<file path="src/logic/rv_id_settings.svh">
`ifndef RV_ID_SETTINGS_SVH
`define RV_ID_SETTINGS_SVH

// ====================
// RV32I decode stage widths
// ====================

// Data path width
`define RV_XLEN 32

// Register index width and register count
`define RV_REG_AW 5
`define RV_NREGS 32

// Major opcode field, bits [6:0] of the instruction word
`define RV_OPC_W 7

`endif

</file>
<file path="src/logic/rv_id_pkg.sv">
`include "rv_id_settings.svh"

package rv_id_pkg;

  // ====================
  // Encodings
  // ====================

  typedef enum logic [`RV_OPC_W-1:0] {
    OPC_LUI    = 7'b0110111,
    OPC_AUIPC  = 7'b0010111,
    OPC_JAL    = 7'b1101111,
    OPC_JALR   = 7'b1100111,
    OPC_BRANCH = 7'b1100011,
    OPC_LOAD   = 7'b0000011,
    OPC_STORE  = 7'b0100011,
    OPC_OP_IMM = 7'b0010011,
    OPC_OP     = 7'b0110011
  } opcode_e;

  typedef enum logic [1:0] {
    RES_ALU = 2'd0,
    RES_MEM = 2'd1,
    RES_PC4 = 2'd2
  } res_src_e;

  typedef enum logic [1:0] {
    ALU_A_RS1  = 2'd0,
    ALU_A_PC   = 2'd1,
    ALU_A_ZERO = 2'd2
  } alu_a_e;

  // ====================
  // Instruction formats
  // ====================

  typedef struct packed {
    logic [6:0]            funct7;
    logic [`RV_REG_AW-1:0] rs2;
    logic [`RV_REG_AW-1:0] rs1;
    logic [2:0]            funct3;
    logic [`RV_REG_AW-1:0] rd;
    logic [`RV_OPC_W-1:0]  opcode;
  } fmt_r_t;

  typedef struct packed {
    logic [11:0]           imm_11_0;
    logic [`RV_REG_AW-1:0] rs1;
    logic [2:0]            funct3;
    logic [`RV_REG_AW-1:0] rd;
    logic [`RV_OPC_W-1:0]  opcode;
  } fmt_i_t;

  typedef struct packed {
    logic [6:0]            imm_11_5;
    logic [`RV_REG_AW-1:0] rs2;
    logic [`RV_REG_AW-1:0] rs1;
    logic [2:0]            funct3;
    logic [4:0]            imm_4_0;
    logic [`RV_OPC_W-1:0]  opcode;
  } fmt_s_t;

  typedef struct packed {
    logic                  imm_12;
    logic [5:0]            imm_10_5;
    logic [`RV_REG_AW-1:0] rs2;
    logic [`RV_REG_AW-1:0] rs1;
    logic [2:0]            funct3;
    logic [3:0]            imm_4_1;
    logic                  imm_11;
    logic [`RV_OPC_W-1:0]  opcode;
  } fmt_b_t;

  typedef struct packed {
    logic [19:0]           imm_31_12;
    logic [`RV_REG_AW-1:0] rd;
    logic [`RV_OPC_W-1:0]  opcode;
  } fmt_u_t;

  typedef struct packed {
    logic                  imm_20;
    logic [9:0]            imm_10_1;
    logic                  imm_11;
    logic [7:0]            imm_19_12;
    logic [`RV_REG_AW-1:0] rd;
    logic [`RV_OPC_W-1:0]  opcode;
  } fmt_j_t;

  // Same 32-bit word, six views
  typedef union packed {
    fmt_r_t r;
    fmt_i_t i;
    fmt_s_t s;
    fmt_b_t b;
    fmt_u_t u;
    fmt_j_t j;
  } instr_u;

  // ====================
  // Stage bundles
  // ====================

  typedef struct packed {
    logic       reg_write;
    logic       mem_read;
    logic       mem_write;
    logic       is_branch;
    logic       is_jmp;
    logic       is_jal;
    logic       is_jalr;
    logic       trap;
    alu_a_e     alu_a_src;
    logic       alu_b_src;   // 1 selects the immediate
    logic [1:0] alu_instr;
    res_src_e   res_src;
    logic       jb_tgt_src;  // 1 selects rs1 as jump base
  } ctrl_t;

  typedef struct packed {
    ctrl_t                 ctrl;
    logic [`RV_REG_AW-1:0] rd;
    logic [`RV_REG_AW-1:0] rs1;
    logic [`RV_REG_AW-1:0] rs2;
    logic [2:0]            funct3;
    logic [6:0]            funct7;
    logic [`RV_XLEN-1:0]   imm;
  } dec_t;

  typedef struct packed {
    logic [`RV_REG_AW-1:0] rs1;
    logic [`RV_REG_AW-1:0] rs2;
    logic                  rs1_used;
    logic                  rs2_used;
  } src_use_t;

  typedef struct packed {
    logic                  we;
    logic [`RV_REG_AW-1:0] rd;
    logic [`RV_XLEN-1:0]   data;
  } wb_t;

  typedef struct packed {
    logic                  we;
    logic [`RV_REG_AW-1:0] rd;
    logic                  is_load;
    logic [`RV_XLEN-1:0]   result;
    logic [`RV_XLEN-1:0]   ld_data;
  } mem_fwd_t;

  typedef struct packed {
    logic                valid;
    instr_u              instr;
    logic [`RV_XLEN-1:0] pc;
    logic [`RV_XLEN-1:0] pc_plus4;
  } fetch_t;

  typedef struct packed {
    dec_t                dec;
    logic [`RV_XLEN-1:0] rs1_data;
    logic [`RV_XLEN-1:0] rs2_data;
    instr_u              instr;
    logic [`RV_XLEN-1:0] pc;
    logic [`RV_XLEN-1:0] pc_plus4;
  } id_ex_t;

endpackage

</file>
<file path="src/logic/rv_decoder.sv">
`include "rv_id_settings.svh"

module rv_decoder import rv_id_pkg::*; (
  input  instr_u   instr_i,
  output dec_t     dec_o,
  output src_use_t src_o
);

  // ====================
  // Immediates
  // ====================

  logic [`RV_XLEN-1:0] imm_i;
  logic [`RV_XLEN-1:0] imm_s;
  logic [`RV_XLEN-1:0] imm_b;
  logic [`RV_XLEN-1:0] imm_u;
  logic [`RV_XLEN-1:0] imm_j;

  assign imm_i = {{(`RV_XLEN-12){instr_i.i.imm_11_0[11]}}, instr_i.i.imm_11_0};
  assign imm_s = {{(`RV_XLEN-12){instr_i.s.imm_11_5[6]}}, instr_i.s.imm_11_5,
                  instr_i.s.imm_4_0};
  assign imm_b = {{(`RV_XLEN-12){instr_i.b.imm_12}}, instr_i.b.imm_11,
                  instr_i.b.imm_10_5, instr_i.b.imm_4_1, 1'b0};
  assign imm_u = {instr_i.u.imm_31_12, 12'b0};
  assign imm_j = {{(`RV_XLEN-20){instr_i.j.imm_20}}, instr_i.j.imm_19_12,
                  instr_i.j.imm_11, instr_i.j.imm_10_1, 1'b0};

  // ====================
  // Control decode
  // ====================

  always_comb begin
    dec_o        = '0;
    dec_o.rd     = instr_i.r.rd;
    dec_o.rs1    = instr_i.r.rs1;
    dec_o.rs2    = instr_i.r.rs2;
    dec_o.funct3 = instr_i.r.funct3;
    dec_o.funct7 = instr_i.r.funct7;

    src_o          = '0;
    src_o.rs1      = instr_i.r.rs1;
    src_o.rs2      = instr_i.r.rs2;

    case (instr_i.r.opcode)
      OPC_LUI: begin
        // Immediate added to zero
        dec_o.ctrl.reg_write = 1'b1;
        dec_o.ctrl.alu_a_src = ALU_A_ZERO;
        dec_o.ctrl.alu_b_src = 1'b1;
        dec_o.imm            = imm_u;
      end
      OPC_AUIPC: begin
        dec_o.ctrl.reg_write = 1'b1;
        dec_o.ctrl.alu_a_src = ALU_A_PC;
        dec_o.ctrl.alu_b_src = 1'b1;
        dec_o.imm            = imm_u;
      end
      OPC_JAL: begin
        dec_o.ctrl.reg_write = 1'b1;
        dec_o.ctrl.is_jmp    = 1'b1;
        dec_o.ctrl.is_jal    = 1'b1;
        dec_o.ctrl.alu_a_src = ALU_A_PC;
        dec_o.ctrl.alu_b_src = 1'b1;
        dec_o.ctrl.res_src   = RES_PC4;
        dec_o.imm            = imm_j;
      end
      OPC_JALR: begin
        dec_o.ctrl.reg_write  = 1'b1;
        dec_o.ctrl.is_jmp     = 1'b1;
        dec_o.ctrl.is_jalr    = 1'b1;
        dec_o.ctrl.alu_b_src  = 1'b1;
        dec_o.ctrl.res_src    = RES_PC4;
        dec_o.ctrl.jb_tgt_src = 1'b1;
        dec_o.imm             = imm_i;
        src_o.rs1_used        = 1'b1;
      end
      OPC_BRANCH: begin
        dec_o.ctrl.is_branch = 1'b1;
        dec_o.ctrl.alu_instr = 2'b01;
        dec_o.imm            = imm_b;
        src_o.rs1_used       = 1'b1;
        src_o.rs2_used       = 1'b1;
      end
      OPC_LOAD: begin
        dec_o.ctrl.reg_write = 1'b1;
        dec_o.ctrl.mem_read  = 1'b1;
        dec_o.ctrl.alu_b_src = 1'b1;
        dec_o.ctrl.res_src   = RES_MEM;
        dec_o.imm            = imm_i;
        src_o.rs1_used       = 1'b1;
      end
      OPC_STORE: begin
        dec_o.ctrl.mem_write = 1'b1;
        dec_o.ctrl.alu_b_src = 1'b1;
        dec_o.imm            = imm_s;
        src_o.rs1_used       = 1'b1;
        src_o.rs2_used       = 1'b1;
      end
      OPC_OP_IMM: begin
        dec_o.ctrl.reg_write = 1'b1;
        dec_o.ctrl.alu_b_src = 1'b1;
        dec_o.ctrl.alu_instr = 2'b11;
        dec_o.imm            = imm_i;
        src_o.rs1_used       = 1'b1;
      end
      OPC_OP: begin
        dec_o.ctrl.reg_write = 1'b1;
        dec_o.ctrl.alu_instr = 2'b10;
        src_o.rs1_used       = 1'b1;
        src_o.rs2_used       = 1'b1;
      end
      default: begin
        // Unsupported opcode, only the trap survives
        dec_o.ctrl.trap = 1'b1;
      end
    endcase
  end

endmodule

</file>
<file path="src/logic/rv_regfile.sv">
`include "rv_id_settings.svh"

module rv_regfile import rv_id_pkg::*; (
  input  logic                  clk,
  input  logic [`RV_REG_AW-1:0] rs1_addr_i,
  input  logic [`RV_REG_AW-1:0] rs2_addr_i,
  input  wb_t                   wb_i,
  input  logic                  dmem_stall_i,
  output logic [`RV_XLEN-1:0]   rs1_data_o,
  output logic [`RV_XLEN-1:0]   rs2_data_o
);

  // ====================
  // Storage
  // ====================

  logic [`RV_XLEN-1:0] regs [`RV_NREGS];
  logic                wr_en;

  // WB result is not committed while the data memory stalls
  assign wr_en = wb_i.we && !dmem_stall_i && (wb_i.rd != '0);

  always_ff @(posedge clk) begin
    if (wr_en) begin
      regs[wb_i.rd] <= wb_i.data;
    end
  end

  // ====================
  // Read ports
  // ====================

  // x0 is hardwired, entry 0 is never written
  assign rs1_data_o = (rs1_addr_i == '0) ? '0 : regs[rs1_addr_i];
  assign rs2_data_o = (rs2_addr_i == '0) ? '0 : regs[rs2_addr_i];

endmodule

</file>
<file path="src/logic/rv_operand_fwd.sv">
`include "rv_id_settings.svh"

module rv_operand_fwd import rv_id_pkg::*; (
  input  src_use_t            src_i,
  input  logic [`RV_XLEN-1:0] rs1_raw_i,
  input  logic [`RV_XLEN-1:0] rs2_raw_i,
  input  mem_fwd_t            mem_i,
  input  wb_t                 wb_i,
  output logic [`RV_XLEN-1:0] rs1_data_o,
  output logic [`RV_XLEN-1:0] rs2_data_o
);

  // Priority: x0, then MEM, then WB, then the register file
  function automatic logic [`RV_XLEN-1:0] fwd_pick(
    input logic [`RV_REG_AW-1:0] addr,
    input logic [`RV_XLEN-1:0]   raw,
    input mem_fwd_t              mem,
    input wb_t                   wb
  );
    logic [`RV_XLEN-1:0] val;
    if (addr == '0) begin
      val = '0;
    end else if (mem.we && (mem.rd == addr)) begin
      // A load in MEM has its data ready, not just the address
      val = mem.is_load ? mem.ld_data : mem.result;
    end else if (wb.we && (wb.rd == addr)) begin
      // Also covers the write landing in the regfile this cycle
      val = wb.data;
    end else begin
      val = raw;
    end
    return val;
  endfunction

  // ====================
  // Operand select
  // ====================

  assign rs1_data_o = fwd_pick(src_i.rs1, rs1_raw_i, mem_i, wb_i);
  assign rs2_data_o = fwd_pick(src_i.rs2, rs2_raw_i, mem_i, wb_i);

endmodule

</file>
<file path="src/logic/rv_id_ex_reg.sv">
`include "rv_id_settings.svh"

module rv_id_ex_reg import rv_id_pkg::*; (
  input  logic                clk,
  input  logic                arst_n_i,
  input  dec_t                dec_i,
  input  logic [`RV_XLEN-1:0] rs1_data_i,
  input  logic [`RV_XLEN-1:0] rs2_data_i,
  input  fetch_t              fetch_i,
  input  logic                stall_i,
  input  logic                bubble_i,
  input  logic                flush_i,
  input  logic                m_ready_i,
  output id_ex_t              ex_o,
  output logic                m_valid_o
);

  // Kills the side-effect flags, the routing fields stay
  function automatic ctrl_t clear_flags(input ctrl_t c);
    ctrl_t r;
    r           = c;
    r.reg_write = 1'b0;
    r.mem_read  = 1'b0;
    r.mem_write = 1'b0;
    r.is_branch = 1'b0;
    r.is_jmp    = 1'b0;
    r.is_jal    = 1'b0;
    r.is_jalr   = 1'b0;
    r.trap      = 1'b0;
    return r;
  endfunction

  logic   hold;
  ctrl_t  ctrl_q;
  id_ex_t pay_d;
  id_ex_t pay_q;

  // Back-pressure from EX or a stall from the hazard unit
  assign hold = stall_i || !m_ready_i;

  // ====================
  // Valid and control
  // ====================

  always_ff @(posedge clk or negedge arst_n_i) begin
    if (!arst_n_i) begin
      m_valid_o <= 1'b0;
      ctrl_q    <= '0;
    end else if (flush_i) begin
      m_valid_o <= 1'b0;
      ctrl_q    <= clear_flags(ctrl_q);
    end else if (!hold) begin
      if (bubble_i) begin
        m_valid_o <= 1'b0;
        ctrl_q    <= clear_flags(dec_i.ctrl);
      end else begin
        m_valid_o <= fetch_i.valid;
        ctrl_q    <= dec_i.ctrl;
      end
    end
  end

  // ====================
  // Payload
  // ====================

  assign pay_d = '{
    dec:      dec_i,
    rs1_data: rs1_data_i,
    rs2_data: rs2_data_i,
    instr:    fetch_i.instr,
    pc:       fetch_i.pc,
    pc_plus4: fetch_i.pc_plus4
  };

  // Bubbles load too, the contents are don't-care with valid low
  always_ff @(posedge clk) begin
    if (!flush_i && !hold) begin
      pay_q <= pay_d;
    end
  end

  always_comb begin
    ex_o          = pay_q;
    ex_o.dec.ctrl = ctrl_q;
  end

  // Hazard unit must not flush an instruction EX is still holding
  a_no_flush_on_backpressure: assert property (
    @(posedge clk) disable iff (!arst_n_i)
    !(m_valid_o && !m_ready_i && flush_i)
  );

  // Held stage keeps its outputs, payload only matters when valid
  a_hold_stable: assert property (
    @(posedge clk) disable iff (!arst_n_i)
    (hold && !flush_i) |=> $stable(m_valid_o) && $stable(ex_o.dec.ctrl) &&
                           (!m_valid_o || $stable(ex_o))
  );

endmodule

</file>
<file path="src/logic/rv_stage_id.sv">
`include "rv_id_settings.svh"

module rv_stage_id import rv_id_pkg::*; (
  input  logic     clk,
  input  logic     arst_n_i,
  input  fetch_t   fetch_i,
  input  wb_t      wb_i,
  input  mem_fwd_t mem_i,
  input  logic     stall_id_i,
  input  logic     data_hazard_i,
  input  logic     flush_i,
  input  logic     dmem_stall_i,
  input  logic     m_ready_i,
  output id_ex_t   ex_o,
  output logic     m_valid_o,
  output src_use_t src_o
);

  dec_t                dec;
  logic [`RV_XLEN-1:0] rs1_raw;
  logic [`RV_XLEN-1:0] rs2_raw;
  logic [`RV_XLEN-1:0] rs1_fwd;
  logic [`RV_XLEN-1:0] rs2_fwd;

  // ====================
  // Decode and operands
  // ====================

  rv_decoder i_rv_decoder (
    .instr_i (fetch_i.instr),
    .dec_o   (dec),
    .src_o   (src_o)
  );

  rv_regfile i_rv_regfile (
    .clk          (clk),
    .rs1_addr_i   (src_o.rs1),
    .rs2_addr_i   (src_o.rs2),
    .wb_i         (wb_i),
    .dmem_stall_i (dmem_stall_i),
    .rs1_data_o   (rs1_raw),
    .rs2_data_o   (rs2_raw)
  );

  rv_operand_fwd i_rv_operand_fwd (
    .src_i      (src_o),
    .rs1_raw_i  (rs1_raw),
    .rs2_raw_i  (rs2_raw),
    .mem_i      (mem_i),
    .wb_i       (wb_i),
    .rs1_data_o (rs1_fwd),
    .rs2_data_o (rs2_fwd)
  );

  // ====================
  // ID/EX register
  // ====================

  // A data hazard turns the captured instruction into a bubble
  rv_id_ex_reg i_rv_id_ex_reg (
    .clk        (clk),
    .arst_n_i   (arst_n_i),
    .dec_i      (dec),
    .rs1_data_i (rs1_fwd),
    .rs2_data_i (rs2_fwd),
    .fetch_i    (fetch_i),
    .stall_i    (stall_id_i),
    .bubble_i   (data_hazard_i),
    .flush_i    (flush_i),
    .m_ready_i  (m_ready_i),
    .ex_o       (ex_o),
    .m_valid_o  (m_valid_o)
  );

endmodule

</file>
<file path="config.mk">
export PLATFORM = sky130hd
export DESIGN_NAME = rv_stage_id
export DESIGN_NICKNAME = d
export VERILOG_FILES = /design/src/logic/rv_id_pkg.sv /design/src/logic/rv_decoder.sv /design/src/logic/rv_regfile.sv /design/src/logic/rv_operand_fwd.sv /design/src/logic/rv_id_ex_reg.sv /design/src/logic/rv_stage_id.sv
export VERILOG_INCLUDE_DIRS = /design/src /design/src/logic
export SDC_FILE = /design/constraint.sdc
export NUM_CORES = 1
export LEC_CHECK = 0
export BUFFER_PORTS_ARGS = -buffer_cell sky130_fd_sc_hd__buf_2
export CAP_MARGIN = 20
export CORE_MARGIN = 2
export CORE_UTILIZATION = 54
export CTS_CLUSTER_SIZE = 24
export DETAILED_ROUTE_END_ITERATION = 10
export GPL_ROUTABILITY_DRIVEN = 0
export GPL_TIMING_DRIVEN = 0
export PLACE_DENSITY = 0.76
export SETUP_SLACK_MARGIN = 0.5
export SLEW_MARGIN = 20
export SYNTH_ARGS = -nofsm -noshare
export SYNTH_HDL_FRONTEND = slang
export SYNTH_SLANG_ARGS = --single-unit
</file>
<file path="constraint.sdc">
create_clock -name clk -period 1.85 [get_ports clk]
set_input_delay 0.0925 -clock clk [delete_from_list [all_inputs] [get_ports clk]]
set_output_delay 0.0925 -clock clk [all_outputs]
set_load 0.02 [all_outputs]
</file>
After elaboration in Yosys (flattened, before gate mapping):

Memory sizes are Yosys's and may differ from the RTL's.
Cells that the tools add are included.

* bits in registers: 234
* memory bits (writable): 1024
* input bits: 213
* output and inout port bits: 246
* word-level logic and storage cells: 95
* memories kept: 1

* equal/unequal tests: 14
* mux-type cells: 28
* bitwise logic cells: 2
* reduce and logical (&&, ||, !) cells: 25

Memories
* i_rv_regfile.regs: words 32, bits a word 32, rd ports 2, clocked after Yosys merged registers in 0, wr ports 1, line rv_regfile.sv:17 `` logic [`RV_XLEN-1:0] regs [`RV_NREGS]; ``

Operators with widths (count)
* 32-bit two-way mux: 5
* 32-bit case mux with 5 select lines: 1
* 16-bit two-way mux: 3
* 7-bit by 6-bit equality test with 1-bit output (second input constant): 3
* 7-bit equality test (second input constant): 3
* 5-bit equality test: 4
* 1-bit two-way mux: 16
* 7-bit by 5-bit equality test with 1-bit output (second input constant): 2
* 7-bit OR reduction: 2
* 5-bit logical NOT: 2
* 9-bit OR reduction: 1
* 2-bit case mux with 2 select lines: 2
* 7-bit by 2-bit equality test with 1-bit output (second input constant): 1
* 1-bit logical AND: 7
* 2-bit case mux with 3 select lines: 1
* 2-bit OR reduction: 3
* 3-bit OR reduction: 2
* 6-bit OR reduction: 1
* 5-bit nonzero test: 1
* 1-bit logical NOT: 4
* 2-bit inequality test (second input constant): 1
* 1-bit inverter: 2
* 2-bit AND reduction: 1
* 1-bit logical OR: 1

Logic depth before layout (Yosys ltp):

* depth in word-level cells: 6
* mapped depth: 10

Modules after synthesis:

From an unflattened synthesis, not the netlist that was laid out.

* cells, all modules: 3198
* area, all modules: 57993.1 um^2

Modules (own cells, without submodules)
* rv_regfile: times used 1, cells an instance 2370, area an instance 47189.0 um^2
* rv_id_ex_reg: times used 1, cells an instance 275, area an instance 7240.7 um^2
* rv_operand_fwd: times used 1, cells an instance 412, area an instance 2616.3 um^2
* rv_decoder: times used 1, cells an instance 141, area an instance 947.2 um^2

Worst setup path after synthesis:

Ideal clock, no wire load.

* path type: input-to-reg
* start point: in flush_i
* end point: reg i_rv_id_ex_reg.ctrl_q, in the netlist i_rv_id_ex_reg.ex_o[221]
* library setup time: 0.098 ns
* arrival: 4.642 ns
* data required time: 1.752 ns
* path slack: -2.889 ns
* stages on the path: 4
* buffers on the path: 0
* path through: nand3b_1 inv_1 nand2_1 o21ai_0

* cells in the longest elaborated chain, start to end: 2

Ends and longest elaborated chain
* from (decl): line rv_stage_id.sv:11 `input logic flush_i,`
* 1-bit inverter (no source line)
* 2-bit AND reduction (no source line)
* to (signal assigned): line rv_id_ex_reg.sv:51 `ctrl_q <= clear_flags(ctrl_q);`
* to (signal assigned): line rv_id_ex_reg.sv:55 `ctrl_q <= clear_flags(dec_i.ctrl);`
* to (signal assigned): line rv_id_ex_reg.sv:58 `ctrl_q <= dec_i.ctrl;`
* to (decl): line rv_id_ex_reg.sv:34 `ctrl_t ctrl_q;`

No other way between the ends.
A chain may end at the register's enable or synchronous reset.

==> out/qor.yml <==
synth_area_leader_cell: "edfxtp_1"
drv_cap: 0
min_from: "fetch_i[64]"
overflow: 0
setup_slack_ps: -645
multi_input_area_mm2: 0.0203
synth_area_per_cell_um2: 19.1
clk_latency_ps: 760
synth_top_area_share_pct: 65.5
first_global_vias: 37400
dieArea_mm2: 0.106
yosysMostFrequentCell: "edfxtp_1"
synth_compound_area_share_pct: 6.88
start_util_pct: 54.6
slew_headroom_pct: 21.1
synth_adder_area_share_pct: 0
port_buffers: 455
min_delay_path_depth: 4
status: "complete, but fails checks"
worstReg2RegStart: "i_rv_regfile.regs[14][18]"
grt_antenna_before_repair: 12
hp-class: "in -> reg"
synthCells: 2920
finalWirelength_um: 197000
dp.final_hpwl_um: 128000
synth-async-reset-ratio_pct: 1.38
ant_nets: 0
peakVddDrop_mv: 0.721
gr-usage-met2_pct: 56.0
drt_first_pass_iters: 9
final_cells: 5305
cts_buffers: 132
area_growth_pct: 30.2
p_leak_nw: 25.2
critPathTopFamily: "compound AO/OA/AOI/OAI gates"
yosys.area_share.xor_xnor_pct: 0.314
reg2reg_slack_ps: -640
drive_above_1_share_pct: 44.1
cp.arrival_ps: 2950
drcViolationCount: 0
cp-start-kind: "flop"
rsz0062_at_grt: "yes"
cts_buffer_depth: 3
synthDistinctLibCells: 53
fin_crit_sh_pct: 135
worst_pin_slew_ps: 1180
synth_edf_count: 1216
coreArea_mm2: 0.102
path_cells: "mux4_2, a22o_1, a2111oi_4, nor4_2, a221o_1"
layout_min_cycle_time_ps: 2490
reg2regPathDepth: 5
fin_skew_ps: 35.1
drt-vias-per-instance: 7.10
grt_usage_pct: 35.8
synth-seq-cells: 1233
ios: 459
synth_top_family_by_area: "multiplexers"
yosysSeqAreaShare_pct: 66.2
wl_per_cell_um: 37.1
grt_first_pass_wirelength_um: 268000
fill_cells: 5938
htreeDepth: 4
grt_max_degree: 37
violations: "hold timing, setup timing"
numClockSinks: 1233
synthTopCellsByCount: "edfxtp_1 (1,216), mux4_2 (382), mux2i_1 (263)"
drt-initial-drc-count: 5994
cts.root.buffer_cell: "clkbuf_16"
synth_ff_type: "edfxtp_1"
dieWidth_um: 325
finalSetupViolations: 66
required_ps: 2300
cp_num_cells: 5
worstSetupEndpointType: "flop"
grt_util_met1_pct: 45.3
synthSimpleGateAreaFrac_pct: 1.97
reg2reg_to: "i_rv_id_ex_reg.ex_o[146]"
drv_slew: 0
cp_num_buf_inv: 0
placed_area_mm2: 0.0625
seqCellArea_mm2: 0.0369
crit_slowest_cell: "a2111oi_4"
final_nets: 4043
grtUsageMet3_pct: 9.59
whs_ps: -15.3
path_clk_slew_ps: 70
synthMuxAreaShare_pct: 22.0
cts_tree: "done"
placed_cells: 4820
syn_area_mm2: 0.0558
finalHoldViolCount: 7
timing.fmax_mhz: 401
die_h_um: 325
critical_path_class: "reg -> reg"
row_count: 117
vias: 37700
cp_slowest_stage_delay_ps: 610
top_usage_layer: "met2"
postLayoutCellArea_mm2: 0.0726
ys.warnings.count: 0
whs_endpoint: "i_rv_id_ex_reg.ex_o[232]"
synth_area_leaders: "edfxtp_1 (65%), mux4_2 (15%), mux2i_1 (4.7%), mux2_2 (1.9%), a221o_1 (1.1%)"
critPathMaxFanout: 2
power_per_cell_area_mw_per_mm2: 899
utilization_pct: 71.1
## sequential cells by signal, indices dropped and copies added, names as in the netlist
signal / flops
i_rv_id_ex_reg.m_valid_o: 1
i_rv_id_ex_reg.ex_o: 208
i_rv_regfile.regs: 1024
## layer usage
metal	wire, um	share of wire, %
met1	65700	33
met2	91300	46
met3	25600	13
met4	14200	7.2
met5	55	0.028
## through the flow
stage / setup WS, ps / hold WS [ps] / setup TNS [ps] / total power [W]
CTS: -564 / -62.3 / -24020 / 0.0646
detailed placement: -2220 / 54.1 / -281330 / 0.0382
floorplan: -1870 / -203 / -371610 / 0.0356
global route: -590 / -26.8 / -25690 / 0.0665
finish: -645 / -15.3 / -25680 / 0.0653
global placement: -3820 / 53.2 / -1376390 / 0.0381
## cells by family (layout without fill, tap and decap cells)
group / after synthesis / count (layout)
mux: 738 / 738
xor+xnor: 20 / 20
compound gates: 442 / 442
other cells: 1 / 41
buf+inv: 285 / 1262
flops: 1233 / 1233
simple gates: 201 / 201
## placed cells by master, fill, tap and decap left out, drive strengths merged, types with 8 or more instances in the layout
| cell | netlist | routed |
|---|---|---|
| clkbuf | 145 | 312 |
| o221ai | 64 | 64 |
| nand2 | 26 | 26 |
| o21ai | 12 | 12 |
| a2111oi | 64 | 64 |
| a21oi | 8 | 8 |
| bufinv | 0 | 10 |
| mux4 | 382 | 382 |
| a21o | 20 | 20 |
| nor2 | 43 | 43 |
| a22o | 72 | 72 |
| xor2 | 8 | 8 |
| edfxtp | 1216 | 1216 |
| clkinv | 0 | 46 |
| o22ai | 62 | 62 |
| dfrtp | 17 | 17 |
| conb | 1 | 32 |
| mux2 | 93 | 93 |
| mux2i | 263 | 263 |
| and2 | 11 | 11 |
| a221oi | 62 | 62 |
| nand3 | 10 | 10 |
| nor2b | 11 | 11 |
| buf | 135 | 706 |
| xnor2 | 12 | 12 |
| nor4 | 67 | 67 |
| a221o | 64 | 64 |
| dlygate4sd3 | 0 | 172 |
| diode | 0 | 9 |
## how the worst max path moves through the flow
| stage | end | slack (ps) | start |
|---|---|---|---|
| 2_1_floorplan | i_rv_id_ex_reg.ex_o[0] | -1870 | stall_id_i |
| 3_5_place_dp | i_rv_id_ex_reg.ex_o[148] | -2220 | fetch_i[82] |
| 4_1_cts | i_rv_id_ex_reg.ex_o[140] | -560 | i_rv_regfile.regs[15][12] |
| 3_3_place_gp | i_rv_id_ex_reg.ex_o[112] | -3820 | stall_id_i |
| 6_report | i_rv_id_ex_reg.ex_o[146] | -640 | i_rv_regfile.regs[14][18] |
| 5_1_grt | i_rv_id_ex_reg.ex_o[146] | -590 | i_rv_regfile.regs[14][18] |
## power breakdown
group,total (W),switching (W),leakage [nW],internal (W)
Clock,0.0261,0.0109,2.05,0.0152
Combinational,0.00778,0.00451,11.9,0.00326
Sequential,0.0314,0.000220,11.2,0.0312
## layout make-up
class                   count  area share [%]
diodes                      9          0.0310
repair buffers            746            9.77
well taps                1368            2.36
clock buffers             170            4.99
plain buffers             279            3.18
flip-flops and latches   1233            50.9
multi-input cells        1433            28.0
inverters                   5          0.0413
clock inverters            62           0.773
## repair_timing
item / in CTS / in global routing
cloned: 1 / 2
pin swaps: 81 / 54
resized for setup: 502 / 286
hold endpoints to repair: 1249 / 19
buffers inserted: 29 / 37
endpoints found under the setup margin: 550 / 504
hold buffers: 173 / 6
## worst min-delay path, stage by stage
cell and delay [ps]:
buf_2 110, nand2_1 200, a21oi_1 110, a22o_1 190
No activity file was read; power rests on OpenSTA's default activity.
